## config.mk

```make
export PLATFORM = sky130hd
export DESIGN_NAME = axi_read_xbar
export DESIGN_NICKNAME = d
export VERILOG_FILES = /design/src/hw/axi_chan_pkg.sv /design/src/hw/axi_map_pkg.sv /design/src/hw/axi_read_decoder.sv /design/src/hw/axi_slave_port.sv /design/src/hw/axi_read_return.sv /design/src/hw/axi_read_xbar.sv
export VERILOG_INCLUDE_DIRS = /design/src /design/src/include
export SDC_FILE = /design/constraint.sdc
export NUM_CORES = 1
export LEC_CHECK = 0
export BUFFER_PORTS_ARGS = -buffer_cell sky130_fd_sc_hd__buf_2
export CORE_AREA = 2 2 168 170
export DETAILED_ROUTE_END_ITERATION = 10
export DIE_AREA = 0 0 170 172
export PLACE_DENSITY = 0.5
export SETUP_SLACK_MARGIN = 0.5
export SYNTH_ARGS = -nofsm -noshare
export SYNTH_HDL_FRONTEND = slang
export SYNTH_SLANG_ARGS = --single-unit
```

## constraint.sdc

```tcl
create_clock -name axi_clk -period 2.4 [get_ports axi_clk]
set_input_delay 0.24 -clock axi_clk [delete_from_list [all_inputs] [get_ports axi_clk]]
set_output_delay 0.24 -clock axi_clk [all_outputs]
set_load 0.03 [all_outputs]
```

## src/include/axi_consts.svh

```systemverilog
// Channel widths, slave count and address map bounds for the AXI read crossbar
`ifndef AXI_CONSTS_SVH
`define AXI_CONSTS_SVH

// ******************************
// Channel field widths
// ******************************
`define AXI_ID_BITS    4
`define AXI_ADDR_BITS  32
`define AXI_LEN_BITS   8
`define AXI_DATA_BITS  32

// Number of slaves behind the crossbar
`define AXI_NUM_SLAVES 4

// ******************************
// Address map, inclusive bounds
// ******************************
// ROM
`define REGION0_START  32'h0000_0000
`define REGION0_END    32'h0000_3FFF
// Instruction memory
`define REGION1_START  32'h0001_0000
`define REGION1_END    32'h0001_FFFF
// Data memory
`define REGION2_START  32'h0002_0000
`define REGION2_END    32'h0002_FFFF
// DRAM
`define REGION3_START  32'h2000_0000
`define REGION3_END    32'h207F_FFFF

`endif

```

## src/hw/axi_chan_pkg.sv

```systemverilog
// AXI read channel field types and response codes
`include "axi_consts.svh"

package axi_chan_pkg;

  // Transaction ID
  typedef logic [`AXI_ID_BITS-1:0]   axi_id_t;

  // Byte address
  typedef logic [`AXI_ADDR_BITS-1:0] axi_addr_t;

  // Burst length, beats minus one
  typedef logic [`AXI_LEN_BITS-1:0]  axi_len_t;

  // One data beat
  typedef logic [`AXI_DATA_BITS-1:0] axi_data_t;

  // Read response codes
  typedef enum logic [1:0] {
    OKAY   = 2'b00,
    DECERR = 2'b11
  } axi_resp_t;

endpackage

```

## src/hw/axi_map_pkg.sv

```systemverilog
// Slave selection types and helpers for the crossbar address map
`include "axi_consts.svh"

package axi_map_pkg;

  // One-hot choice of a slave, bit n selects slave n
  typedef logic [`AXI_NUM_SLAVES-1:0] slave_sel_t;

  // Binary slave number
  typedef logic [$clog2(`AXI_NUM_SLAVES)-1:0] slave_idx_t;

  // Empty selection, nothing routed
  localparam slave_sel_t SEL_NONE = '0;

  // Expand a slave number into its one-hot select
  function automatic slave_sel_t sel_from_idx(slave_idx_t idx);
    slave_sel_t sel;
    sel      = SEL_NONE;
    sel[idx] = 1'b1;
    return sel;
  endfunction

endpackage

```

## src/hw/axi_read_decoder.sv

```systemverilog
// Read address acceptance, region decode and request holding registers
`timescale 1ns/1ps
`include "axi_consts.svh"

module axi_read_decoder (
  input  logic                    axi_clk,
  input  logic                    axi_rst,
  input  logic                    ar_valid_i,
  input  axi_chan_pkg::axi_id_t   ar_id_i,
  input  axi_chan_pkg::axi_addr_t ar_addr_i,
  input  axi_chan_pkg::axi_len_t  ar_len_i,
  output logic                    ar_ready_o,
  input  logic                    done_i,
  output axi_map_pkg::slave_sel_t start_o,
  output logic                    err_start_o,
  output axi_chan_pkg::axi_id_t   req_id_o,
  output axi_chan_pkg::axi_addr_t req_addr_o,
  output axi_chan_pkg::axi_len_t  req_len_o
);
  import axi_chan_pkg::*;
  import axi_map_pkg::*;

  // Region bounds indexed by slave number
  localparam axi_addr_t REGION_LO [`AXI_NUM_SLAVES] = '{
    `REGION0_START, `REGION1_START, `REGION2_START, `REGION3_START
  };
  localparam axi_addr_t REGION_HI [`AXI_NUM_SLAVES] = '{
    `REGION0_END, `REGION1_END, `REGION2_END, `REGION3_END
  };

  logic       busy;
  logic       ar_fire;
  logic       hit;
  slave_idx_t hit_idx;

  // One read in flight, so the address channel opens only when idle
  assign ar_ready_o = ~busy;
  assign ar_fire    = ar_valid_i & ~busy;

  // First matching region wins
  always_comb begin
    hit     = 1'b0;
    hit_idx = '0;
    for (int i = 0; i < `AXI_NUM_SLAVES; i++) begin
      if (!hit && (ar_addr_i >= REGION_LO[i]) && (ar_addr_i <= REGION_HI[i])) begin
        hit     = 1'b1;
        hit_idx = slave_idx_t'(i);
      end
    end
  end

  // Busy flag and single-cycle launch strobes
  always_ff @(posedge axi_clk or posedge axi_rst) begin
    if (axi_rst) begin
      busy        <= 1'b0;
      start_o     <= SEL_NONE;
      err_start_o <= 1'b0;
    end else begin
      start_o     <= SEL_NONE;
      err_start_o <= 1'b0;
      if (ar_fire) begin
        busy        <= 1'b1;
        start_o     <= hit ? sel_from_idx(hit_idx) : SEL_NONE;
        err_start_o <= ~hit;
      end else if (done_i) begin
        busy <= 1'b0;
      end
    end
  end

  // Request fields held for the whole transaction
  always_ff @(posedge axi_clk) begin
    if (ar_fire) begin
      req_id_o   <= ar_id_i;
      req_addr_o <= ar_addr_i;
      req_len_o  <= ar_len_i;
    end
  end

endmodule

```

## src/hw/axi_slave_port.sv

```systemverilog
// Per-slave stage driving the slave AR channel and gating its read beats
`timescale 1ns/1ps

module axi_slave_port (
  input  logic                    axi_clk,
  input  logic                    axi_rst,
  input  logic                    start_i,
  input  logic                    done_i,
  input  axi_chan_pkg::axi_id_t   req_id_i,
  input  axi_chan_pkg::axi_addr_t req_addr_i,
  input  axi_chan_pkg::axi_len_t  req_len_i,
  // Slave side
  output logic                    s_ar_valid_o,
  output axi_chan_pkg::axi_id_t   s_ar_id_o,
  output axi_chan_pkg::axi_addr_t s_ar_addr_o,
  output axi_chan_pkg::axi_len_t  s_ar_len_o,
  input  logic                    s_ar_ready_i,
  input  logic                    s_r_valid_i,
  input  axi_chan_pkg::axi_id_t   s_r_id_i,
  input  axi_chan_pkg::axi_data_t s_r_data_i,
  input  axi_chan_pkg::axi_resp_t s_r_resp_i,
  input  logic                    s_r_last_i,
  output logic                    s_r_ready_o,
  // Lane toward the return stage
  output logic                    p_r_valid_o,
  output axi_chan_pkg::axi_id_t   p_r_id_o,
  output axi_chan_pkg::axi_data_t p_r_data_o,
  output axi_chan_pkg::axi_resp_t p_r_resp_o,
  output logic                    p_r_last_o,
  input  logic                    p_r_ready_i
);
  import axi_chan_pkg::*;

  logic addr_pend;
  logic active;

  // ******************************
  // Address phase
  // ******************************
  always_ff @(posedge axi_clk or posedge axi_rst) begin
    if (axi_rst) begin
      addr_pend <= 1'b0;
      active    <= 1'b0;
    end else if (start_i) begin
      // Slave may already accept in the strobe cycle
      addr_pend <= ~s_ar_ready_i;
      active    <= 1'b1;
    end else begin
      if (addr_pend && s_ar_ready_i) begin
        addr_pend <= 1'b0;
      end
      // Completion is broadcast, only the active port reacts
      if (done_i) begin
        active <= 1'b0;
      end
    end
  end

  // Address valid opens together with the launch strobe
  assign s_ar_valid_o = start_i | addr_pend;
  assign s_ar_id_o    = req_id_i;
  assign s_ar_addr_o  = req_addr_i;
  assign s_ar_len_o   = req_len_i;

  // ******************************
  // Data phase
  // ******************************
  // Idle lanes drive zeros so the return stage can OR them together
  assign p_r_valid_o = active & s_r_valid_i;
  assign p_r_id_o    = active ? s_r_id_i : '0;
  assign p_r_data_o  = active ? s_r_data_i : '0;
  assign p_r_resp_o  = active ? s_r_resp_i : OKAY;
  assign p_r_last_o  = active & s_r_last_i;

  // Master back-pressure reaches the slave in the same cycle
  assign s_r_ready_o = active & p_r_ready_i;

endmodule

```

## src/hw/axi_read_return.sv

```systemverilog
// Read data merge, decode-error burst generation and completion strobe
`timescale 1ns/1ps
`include "axi_consts.svh"

module axi_read_return (
  input  logic                                         axi_clk,
  input  logic                                         axi_rst,
  input  logic                                         err_start_i,
  input  axi_chan_pkg::axi_id_t                        req_id_i,
  input  axi_chan_pkg::axi_len_t                       req_len_i,
  // Port lanes, one per slave
  input  logic                    [`AXI_NUM_SLAVES-1:0] p_r_valid_i,
  input  axi_chan_pkg::axi_id_t   [`AXI_NUM_SLAVES-1:0] p_r_id_i,
  input  axi_chan_pkg::axi_data_t [`AXI_NUM_SLAVES-1:0] p_r_data_i,
  input  axi_chan_pkg::axi_resp_t [`AXI_NUM_SLAVES-1:0] p_r_resp_i,
  input  logic                    [`AXI_NUM_SLAVES-1:0] p_r_last_i,
  output logic                                         p_r_ready_o,
  // Master R channel
  output logic                                         r_valid_o,
  output axi_chan_pkg::axi_id_t                        r_id_o,
  output axi_chan_pkg::axi_data_t                      r_data_o,
  output axi_chan_pkg::axi_resp_t                      r_resp_o,
  output logic                                         r_last_o,
  input  logic                                         r_ready_i,
  output logic                                         done_o
);
  import axi_chan_pkg::*;

  logic       err_busy;
  logic       err_valid;
  logic       err_last;
  axi_len_t   beat_cnt;
  logic       valid_or;
  axi_id_t    id_or;
  axi_data_t  data_or;
  logic [1:0] resp_or;
  logic       last_or;

  // Error burst starts beating in the same cycle as its strobe
  assign err_valid = err_start_i | err_busy;
  assign err_last  = (beat_cnt == req_len_i);

  always_ff @(posedge axi_clk or posedge axi_rst) begin
    if (axi_rst) begin
      err_busy <= 1'b0;
      beat_cnt <= '0;
    end else begin
      if (err_start_i) begin
        err_busy <= 1'b1;
      end
      if (err_valid && r_ready_i) begin
        if (err_last) begin
          err_busy <= 1'b0;
          beat_cnt <= '0;
        end else begin
          beat_cnt <= beat_cnt + 1'b1;
        end
      end
    end
  end

  // ******************************
  // Merge onto the master channel
  // ******************************
  always_comb begin
    valid_or = 1'b0;
    id_or    = '0;
    data_or  = '0;
    resp_or  = '0;
    last_or  = 1'b0;
    for (int i = 0; i < `AXI_NUM_SLAVES; i++) begin
      valid_or = valid_or | p_r_valid_i[i];
      id_or    = id_or | p_r_id_i[i];
      data_or  = data_or | p_r_data_i[i];
      resp_or  = resp_or | p_r_resp_i[i];
      last_or  = last_or | p_r_last_i[i];
    end
  end

  // Error beats carry zero data and the held ID
  assign r_valid_o = valid_or | err_valid;
  assign r_id_o    = err_valid ? req_id_i : id_or;
  assign r_data_o  = err_valid ? '0 : data_or;
  assign r_resp_o  = err_valid ? DECERR : axi_resp_t'(resp_or);
  assign r_last_o  = err_valid ? err_last : last_or;

  assign p_r_ready_o = r_ready_i;

  // Last beat accepted by the master ends the transaction
  assign done_o = r_valid_o & r_ready_i & r_last_o;

endmodule

```

## src/hw/axi_read_xbar.sv

```systemverilog
// Top level of the single-master AXI read crossbar over four slaves
`timescale 1ns/1ps
`include "axi_consts.svh"

module axi_read_xbar (
  input  logic                                         axi_clk,
  input  logic                                         axi_rst,
  // Master AR and R channels
  input  logic                                         ar_valid_i,
  input  axi_chan_pkg::axi_id_t                        ar_id_i,
  input  axi_chan_pkg::axi_addr_t                      ar_addr_i,
  input  axi_chan_pkg::axi_len_t                       ar_len_i,
  output logic                                         ar_ready_o,
  output logic                                         r_valid_o,
  output axi_chan_pkg::axi_id_t                        r_id_o,
  output axi_chan_pkg::axi_data_t                      r_data_o,
  output axi_chan_pkg::axi_resp_t                      r_resp_o,
  output logic                                         r_last_o,
  input  logic                                         r_ready_i,
  // Slave AR and R channels, indexed by slave number
  output logic                    [`AXI_NUM_SLAVES-1:0] s_ar_valid_o,
  output axi_chan_pkg::axi_id_t   [`AXI_NUM_SLAVES-1:0] s_ar_id_o,
  output axi_chan_pkg::axi_addr_t [`AXI_NUM_SLAVES-1:0] s_ar_addr_o,
  output axi_chan_pkg::axi_len_t  [`AXI_NUM_SLAVES-1:0] s_ar_len_o,
  input  logic                    [`AXI_NUM_SLAVES-1:0] s_ar_ready_i,
  input  logic                    [`AXI_NUM_SLAVES-1:0] s_r_valid_i,
  input  axi_chan_pkg::axi_id_t   [`AXI_NUM_SLAVES-1:0] s_r_id_i,
  input  axi_chan_pkg::axi_data_t [`AXI_NUM_SLAVES-1:0] s_r_data_i,
  input  axi_chan_pkg::axi_resp_t [`AXI_NUM_SLAVES-1:0] s_r_resp_i,
  input  logic                    [`AXI_NUM_SLAVES-1:0] s_r_last_i,
  output logic                    [`AXI_NUM_SLAVES-1:0] s_r_ready_o
);
  import axi_chan_pkg::*;
  import axi_map_pkg::*;

  // Launch and completion strobes
  slave_sel_t start;
  logic       err_start;
  logic       done;

  // Held request
  axi_id_t    req_id;
  axi_addr_t  req_addr;
  axi_len_t   req_len;

  // Port lanes toward the return stage
  logic      [`AXI_NUM_SLAVES-1:0] p_r_valid;
  axi_id_t   [`AXI_NUM_SLAVES-1:0] p_r_id;
  axi_data_t [`AXI_NUM_SLAVES-1:0] p_r_data;
  axi_resp_t [`AXI_NUM_SLAVES-1:0] p_r_resp;
  logic      [`AXI_NUM_SLAVES-1:0] p_r_last;
  logic                            p_r_ready;

  axi_read_decoder u_decoder (
    .axi_clk     (axi_clk),
    .axi_rst     (axi_rst),
    .ar_valid_i  (ar_valid_i),
    .ar_id_i     (ar_id_i),
    .ar_addr_i   (ar_addr_i),
    .ar_len_i    (ar_len_i),
    .ar_ready_o  (ar_ready_o),
    .done_i      (done),
    .start_o     (start),
    .err_start_o (err_start),
    .req_id_o    (req_id),
    .req_addr_o  (req_addr),
    .req_len_o   (req_len)
  );

  // ******************************
  // One port stage per slave
  // ******************************
  for (genvar g = 0; g < `AXI_NUM_SLAVES; g++) begin : g_port
    axi_slave_port u_port (
      .axi_clk      (axi_clk),
      .axi_rst      (axi_rst),
      .start_i      (start[g]),
      .done_i       (done),
      .req_id_i     (req_id),
      .req_addr_i   (req_addr),
      .req_len_i    (req_len),
      .s_ar_valid_o (s_ar_valid_o[g]),
      .s_ar_id_o    (s_ar_id_o[g]),
      .s_ar_addr_o  (s_ar_addr_o[g]),
      .s_ar_len_o   (s_ar_len_o[g]),
      .s_ar_ready_i (s_ar_ready_i[g]),
      .s_r_valid_i  (s_r_valid_i[g]),
      .s_r_id_i     (s_r_id_i[g]),
      .s_r_data_i   (s_r_data_i[g]),
      .s_r_resp_i   (s_r_resp_i[g]),
      .s_r_last_i   (s_r_last_i[g]),
      .s_r_ready_o  (s_r_ready_o[g]),
      .p_r_valid_o  (p_r_valid[g]),
      .p_r_id_o     (p_r_id[g]),
      .p_r_data_o   (p_r_data[g]),
      .p_r_resp_o   (p_r_resp[g]),
      .p_r_last_o   (p_r_last[g]),
      .p_r_ready_i  (p_r_ready)
    );
  end

  axi_read_return u_return (
    .axi_clk     (axi_clk),
    .axi_rst     (axi_rst),
    .err_start_i (err_start),
    .req_id_i    (req_id),
    .req_len_i   (req_len),
    .p_r_valid_i (p_r_valid),
    .p_r_id_i    (p_r_id),
    .p_r_data_i  (p_r_data),
    .p_r_resp_i  (p_r_resp),
    .p_r_last_i  (p_r_last),
    .p_r_ready_o (p_r_ready),
    .r_valid_o   (r_valid_o),
    .r_id_o      (r_id_o),
    .r_data_o    (r_data_o),
    .r_resp_o    (r_resp_o),
    .r_last_o    (r_last_o),
    .r_ready_i   (r_ready_i),
    .done_o      (done)
  );

endmodule

```

==> results of run 1 <==
[layer usage]
layer	up-vias	global-route usage (%)
li1	2124	-
met1	2128	13.9
met2	253	17.4
met3	25	2.38
met4	0	3.49
met5	-	0
[metrics by stage]
step | worst slack, ps | std cells | power, W | utilization (%)
floorplan | 683 | 458 | 0.00367 | -
global placement | 471 | 1085 | 0.00435 | 22.1
detailed placement | 423 | 1085 | 0.00436 | 22.1
CTS | 473 | 1113 | 0.00601 | 23.8
global route | 429 | 1118 | 0.00636 | 24.3
finish | 520 | 1118 | 0.00601 | 24.3
[what timing repair did]
| item | 4_1_cts | 5_1_grt |
|---|---|---|
| pin swaps | 3 | 5 |
| endpoints found under the setup margin | 41 | 39 |
| resized for setup | 19 | 37 |
| setup buffers | 11 | 5 |
| gates cloned | 0 | 0 |
| endpoints found under the hold margin | 23 | 0 |
| hold buffers | 1 | 0 |
[Yosys cell counts]
cell      count
buf_4       140
a22oi_1      76
edfxtp_1     44
a21oi_1      33
dfrtp_1      23
clkbuf_1     21
nor2_1       20
nand2_1      13
xnor2_1      12
inv_1        11
nor3_1        5
o31ai_1       5
a31oi_1       4
and2_1        4
buf_2         4
nand3_1       4
nor2b_1       4
nor4_1        4
o21ai_0       4
or2_2         4
and3_1        3
nor3_2        3
a221oi_2      2
a22o_1        2
nand2b_1      2
a211oi_1      1
a21o_1        1
and2_4        1
buf_6         1
ha_1          1
mux2i_1       1
nand4_1       1
nand4_2       1
nor4_2        1
o21ai_4       1
or2_1         1
[sequential cells by signal (all words and copies together), names as in the netlist]
name                     flops
u_return.err_busy            1
u_decoder.busy               1
u_decoder.err_start_o        1
g_port.u_port.active         4
u_return.beat_cnt            8
u_decoder.start_o            4
u_decoder.req_len_o          8
u_decoder.req_addr_o        32
g_port.u_port.addr_pend      4
u_decoder.req_id_o           4
[final cells by class]
cell class                      count  area share, %
Tap cell                          346           6.50
Inverter                           11          0.676
Clock buffer                       11           3.49
Sequential cell                    67           28.6
Clock inverter                      5           1.16
Timing Repair Buffer              464           37.6
Multi-Input combinational cell    214           21.9
[worst paths after layout]
| kind | startpoint | end | slack (ps) | cells past startpoint |
|---|---|---|---|---|
| max in group asynchronous | axi_rst | u_decoder.err_start_o | 1590 | 4 |
| setup / recovery | g_port[0].u_port.active | r_last_o | 520 | 5 |
| hold / removal | s_ar_ready_i[3] | g_port[3].u_port.addr_pend | 60 | 2 |
| setup reg to reg | g_port[1].u_port.active | g_port[2].u_port.active | 860 | 5 |
| min in group asynchronous | axi_rst | u_return.beat_cnt[3] | 510 | 4 |
| hold reg to reg | u_decoder.start_o[3] | g_port[3].u_port.active | 490 | 2 |
[power by group through the flow]
stage	combinational (W)	sequential, W	clock, W
5_1_grt	0.00318	0.00165	0.00153
3_5_place_dp	0.00269	0.00168	0
2_1_floorplan	0.00198	0.00169	0
3_3_place_gp	0.00268	0.00167	0
6_report	0.00297	0.00162	0.00141
4_1_cts	0.00290	0.00162	0.00148
[cells by family after synthesis]
| group | Yosys count | synth area share (%) |
|---|---|---|
| AOI/OAI and AO/OA | 129 | 19.9 |
| xor gates and xnor gates | 12 | 2.34 |
| adders and majority gates | 1 | 0.278 |
| buffers and inverters | 177 | 26.7 |
| DFF | 67 | 42.1 |
| muxes | 1 | 0.222 |
| and+or+nand+nor | 71 | 8.37 |
==> results.sh, run 1 <==
export IMPL_power_leakage_nw=3.34
export IMPL_netSwitchingFraction_pct=43.6
export IMPL_drt_iter0_drc=233
export IMPL_grt_setup_unrepaired="true"
export IMPL_area_grow_syn2layout_pct=48.1
export IMPL_netlist_cell_type_count=36
export IMPL_antenna_found_initial=0
export IMPL_path_buf_inv=1
export IMPL_timing_critical_path_to_type="output pin"
export IMPL_cts_htree_levels=3
export IMPL_route_top_layer_used="met4"
export IMPL_max_cap_violations=0
export IMPL_routedWlPerCell_um=15.8
export IMPL_ir_worst_vdd_uv=348
export IMPL_post_synthesis_net_count=671
export IMPL_clkTransAtPathRegs_ps=60
export IMPL_floorplan_core_area_um2=27500
export IMPL_stdcell_area_um2=6660
export IMPL_yosys_area_top_type_share_pct=29.4
export IMPL_critPathSlowestCell="dfrtp_2"
export IMPL_critPathMaxStageDelay_ps=420
export IMPL_most_common_layout_cells="419 x buf_2, 69 x a22oi_1, 44 x edfxtp_1"
export IMPL_power_sequential_fraction_pct=27.0
export IMPL_setup_violations=0
export IMPL_multi_input_comb_area_um2=1460
export IMPL_critPathTopFamily="compound AO/OA/AOI/OAI gates"
export IMPL_final_max_slew_viol_count=0
export IMPL_yosys_register_bits=67
export IMPL_holdCritPathClass="input pin to flip-flop"
export IMPL_clock_root_buffer="clkbuf_16"
export IMPL_startpoint_type="flip-flop"
export IMPL_final_hold_worst_slack_ps=55.4
export IMPL_timing_worst_setup_path_type="flip-flop to output pin"
export IMPL_num_antenna_cells=0
export IMPL_grt_start_max_net_pins=45
export IMPL_vias_in_the_first_global_route=3930
export IMPL_detail_route_antenna_nets=0
export IMPL_die_extent_in_x_um=170
export IMPL_drc=0
export IMPL_synth_top_cells_by_area="edfxtp_1 29%, buf_4 23%, dfrtp_1 13%"
export IMPL_cts_inserted_buffers=9
export IMPL_gr_usage_all_layers_pct=10.6
export IMPL_clock_fmax_mhz=532
export IMPL_detailroute_wirelength_met2_mm=8.74
export IMPL_avgSynthCellArea_um2=9.83
export IMPL_tritoncts_clock_tree="done"
export IMPL_clock_insertion_delay_worst_skew_ps=340
export IMPL_fp_row_count=61
export IMPL_globalRoute_totalOverflow=0
export IMPL_numClockSinks=67
export IMPL_dp_hpwl_mm=13.8
export IMPL_critical_path_cell_chain="a22o_1 > a221oi_4 > nor2_1 > a21o_1 > buf_6"
export IMPL_synthesis_area_um2=4500
export IMPL_drive_above_1_share_pct=65.3
export IMPL_p_sw_w=0.00262
export IMPL_clkPwrFrac_pct=23.6
export IMPL_clock_tree_buffer_depth=2
export IMPL_pwr_per_cell_area_nw_per_um2=902
export IMPL_met3RoutedLength_mm=1.07
export IMPL_outcome="finished, final reports clean"
export IMPL_grt_first_pass_wirelength_mm=23.0
export IMPL_initial_core_util_pct=16.4
export IMPL_post_dp_cell_area_um2=6070
export IMPL_n_fill_cell=3026
export IMPL_largest_clock_skew_in_the_final_design_ps=9.48
export IMPL_num_nets_final=980
export IMPL_die_h_um=172
export IMPL_cp_data_required_time_ps=2160
export IMPL_max_slew_margin_pct=75.1
export IMPL_cp_max_fo=2
export IMPL_detail_route_vias_per_cell=4.05
export IMPL_p_int_w=0.00339
export IMPL_syn_inst=458
export IMPL_floorplan_io_pins=437
export IMPL_max_slew_worst_pin_slew_ps=372
export IMPL_final_worst_path_cycle_share_pct=78.3
export IMPL_drt_pass1_iterations=5
export IMPL_seqCellArea_um2=1910
export IMPL_share_of_the_yosys_chip_area_belonging_to_registers_pct=42.1
export IMPL_combinationalPowerShare_pct=49.5
export IMPL_routed_via_count=4530
export IMPL_fin_tns_setup_ps=0
export IMPL_hold_viol_final=0
export IMPL_die_area_um2=29200
export IMPL_most_frequent_standard_cell_in_the_layout_excluding_fill_and_tap_cells="buf_2"
export IMPL_fin_crit_ps=1880
export IMPL_arrival_ps=1640
export IMPL_gpl_final_weighted_congestion=0.687
export IMPL_yosysTopAreaCell="edfxtp_1"
export IMPL_ys_warn_count=0
export IMPL_route_layer_met1_wl_mm=7.45
export IMPL_detail_route_wirelength_mm=17.7
export IMPL_placement_io_buffers=436
Note: power is estimated with default switching activity, not from simulation.
==> run 2, diff against run 1 <==
clock period = 1.79 ns   (was 2.4 ns; I/O delays follow)
==> run 2 against run 1 <==
- the flow now finishes with violations (setup timing)
- highest routed layer unchanged
- critical endpoint unchanged
- first-iteration DRC count decreased by 13%
- clock power increased by 35%
- clock skew decreased by 3.6 ps
==> results.sh, run 2 (synthesized netlist as in run 1, its figures left out) <==
export IMPL_setup_violations=13
export IMPL_most_frequent_standard_cell_in_the_layout_excluding_fill_and_tap_cells="buf_2"
export IMPL_grt_first_pass_wirelength_mm=26.1
export IMPL_cts_htree_levels=3
export IMPL_regMostFlops="u_decoder.req_addr_o"
export IMPL_failing_checks="setup timing"
export IMPL_vias_in_the_first_global_route=4275
export IMPL_dp_hpwl_mm=14.6
export IMPL_fin_crit_ps=1840
export IMPL_clock_fmax_mhz=544
export IMPL_largest_reg_flops=32
export IMPL_detail_route_antenna_nets=0
export IMPL_largest_clock_skew_in_the_final_design_ps=5.91
export IMPL_cts_inserted_buffers=9
export IMPL_ir_worst_vdd_uv=510
export IMPL_final_max_slew_viol_count=0
export IMPL_clock_tree_buffer_depth=2
export IMPL_gr_usage_all_layers_pct=11.9
export IMPL_grt_setup_unrepaired="true"
export IMPL_die_extent_in_x_um=170
export IMPL_detail_route_vias_per_cell=4.12
export IMPL_drt_pass1_iterations=7
export IMPL_drive_above_1_share_pct=77.6
export IMPL_final_hold_worst_slack_ps=18.0
export IMPL_max_slew_margin_pct=70.5
export IMPL_globalRoute_totalOverflow=0
export IMPL_die_area_um2=29200
export IMPL_layout_setup_ws_ps=-47.2
export IMPL_drt_iter0_drc=202
export IMPL_post_dp_cell_area_um2=6640
export IMPL_max_slew_worst_pin_slew_ps=440
export IMPL_top_regs="u_decoder.req_addr_o x32, u_decoder.req_len_o x8, u_return.beat_cnt x8"
export IMPL_num_nets_final=1042
export IMPL_power_leakage_nw=3.87
export IMPL_grt_start_max_net_pins=38
export IMPL_area_grow_syn2layout_pct=91.4
export IMPL_clock_insertion_delay_worst_skew_ps=340
export IMPL_tritoncts_clock_tree="done"
export IMPL_timing_critical_path_to_type="output pin"
export IMPL_startpoint_type="flip-flop"
export IMPL_cp_data_required_time_ps=1610
export IMPL_routedWlPerCell_um=17.2
export IMPL_antenna_found_initial=0
export IMPL_final_worst_path_cycle_share_pct=103
export IMPL_routed_via_count=4864
export IMPL_arrival_ps=1660
export IMPL_fin_tns_setup_ps=-169
export IMPL_most_common_layout_cells="372 x buf_2, 81 x buf_6, 57 x a22oi_2"
export IMPL_floorplan_io_pins=437
export IMPL_die_h_um=172
export IMPL_clock_root_buffer="clkbuf_16"
export IMPL_numClockSinks=67
export IMPL_gpl_final_weighted_congestion=0.741
export IMPL_timing_worst_setup_path_type="flip-flop to output pin"
export IMPL_hold_viol_final=0
export IMPL_max_cap_violations=0
export IMPL_stdcell_area_um2=8610
export IMPL_cp_max_fo=5
export IMPL_outcome="finished with violations"
export IMPL_initial_core_util_pct=16.4
export IMPL_clkTransAtPathRegs_ps=60
export IMPL_drc=0
export IMPL_placement_io_buffers=436
export IMPL_power_w=0.0103
export IMPL_detail_route_wirelength_mm=20.3
export IMPL_placement_setup_worst_slack_ps=170
export IMPL_num_antenna_cells=0
export IMPL_floorplan_core_area_um2=27500
export IMPL_pwr_per_cell_area_nw_per_um2=1200
export IMPL_fp_row_count=61
export IMPL_holdCritPathClass="input pin to flip-flop"
-- run 2: path summary, 6_finish.rpt --
check	start	end	slack (ps)	depth (start not counted)
setup reg to reg	g_port[2].u_port.active	g_port[2].u_port.active	50	9
setup / recovery	g_port[2].u_port.active	r_last_o	-50	5
hold reg to reg	u_return.beat_cnt[0]	u_return.beat_cnt[0]	560	1
hold / removal	ar_addr_i[4]	u_decoder.req_addr_o[4]	20	1
max in group asynchronous	axi_rst	u_decoder.start_o[0]	1030	4
min in group asynchronous	axi_rst	u_decoder.start_o[3]	440	4
-- run 2: metal layers --
| layer | up-vias | track usage (%) | part of all wire, % |
|---|---|---|---|
| li1 | 2256 | - | - |
| met1 | 2390 | 16.5 | 43 |
| met2 | 205 | 19.0 | 50 |
| met3 | 13 | 3.18 | 6.0 |
| met4 | 0 | 1.93 | 0.67 |
| met5 | - | 0 | 0 |
-- run 2: where the power goes --
group          switching, W  internal, W  total (W)
combinational       0.00356      0.00264    0.00620
clock              0.000702      0.00121    0.00191
sequential         0.000300      0.00191    0.00221
total               0.00456      0.00576     0.0103
-- run 2: critical path, stage by stage (launching register included) --
cell and delay, ps:
dfrtp_2 440, a22o_1 220, a221oi_2 240, nor2_2 80, a21o_2 200, buf_6 130
-- run 2: final cells by class --
cell class	count	area, um2
clock buffer	10	229
clock inverter	6	80.1
fill	2868	18900
inverter	11	47.5
multi-input combinational	214	2210
sequential	67	1900
tap	346	433
timing repair buffer	526	3710
-- run 2: through the flow --
step,utilization (%),cells
2_1_floorplan,-,458
3_3_place_gp,24.2,1095
3_5_place_dp,24.2,1095
4_1_cts,29.3,1160
5_1_grt,31.3,1180
6_report,31.3,1180
-- run 2: repair_timing --
action,in CTS,in global routing
setup buffers,20,13
cloned,4,6
pin swaps,9,14
hold endpoints to repair,47,1
endpoints found under the setup margin,108,116
resized for setup,166,86
hold buffers,25,1
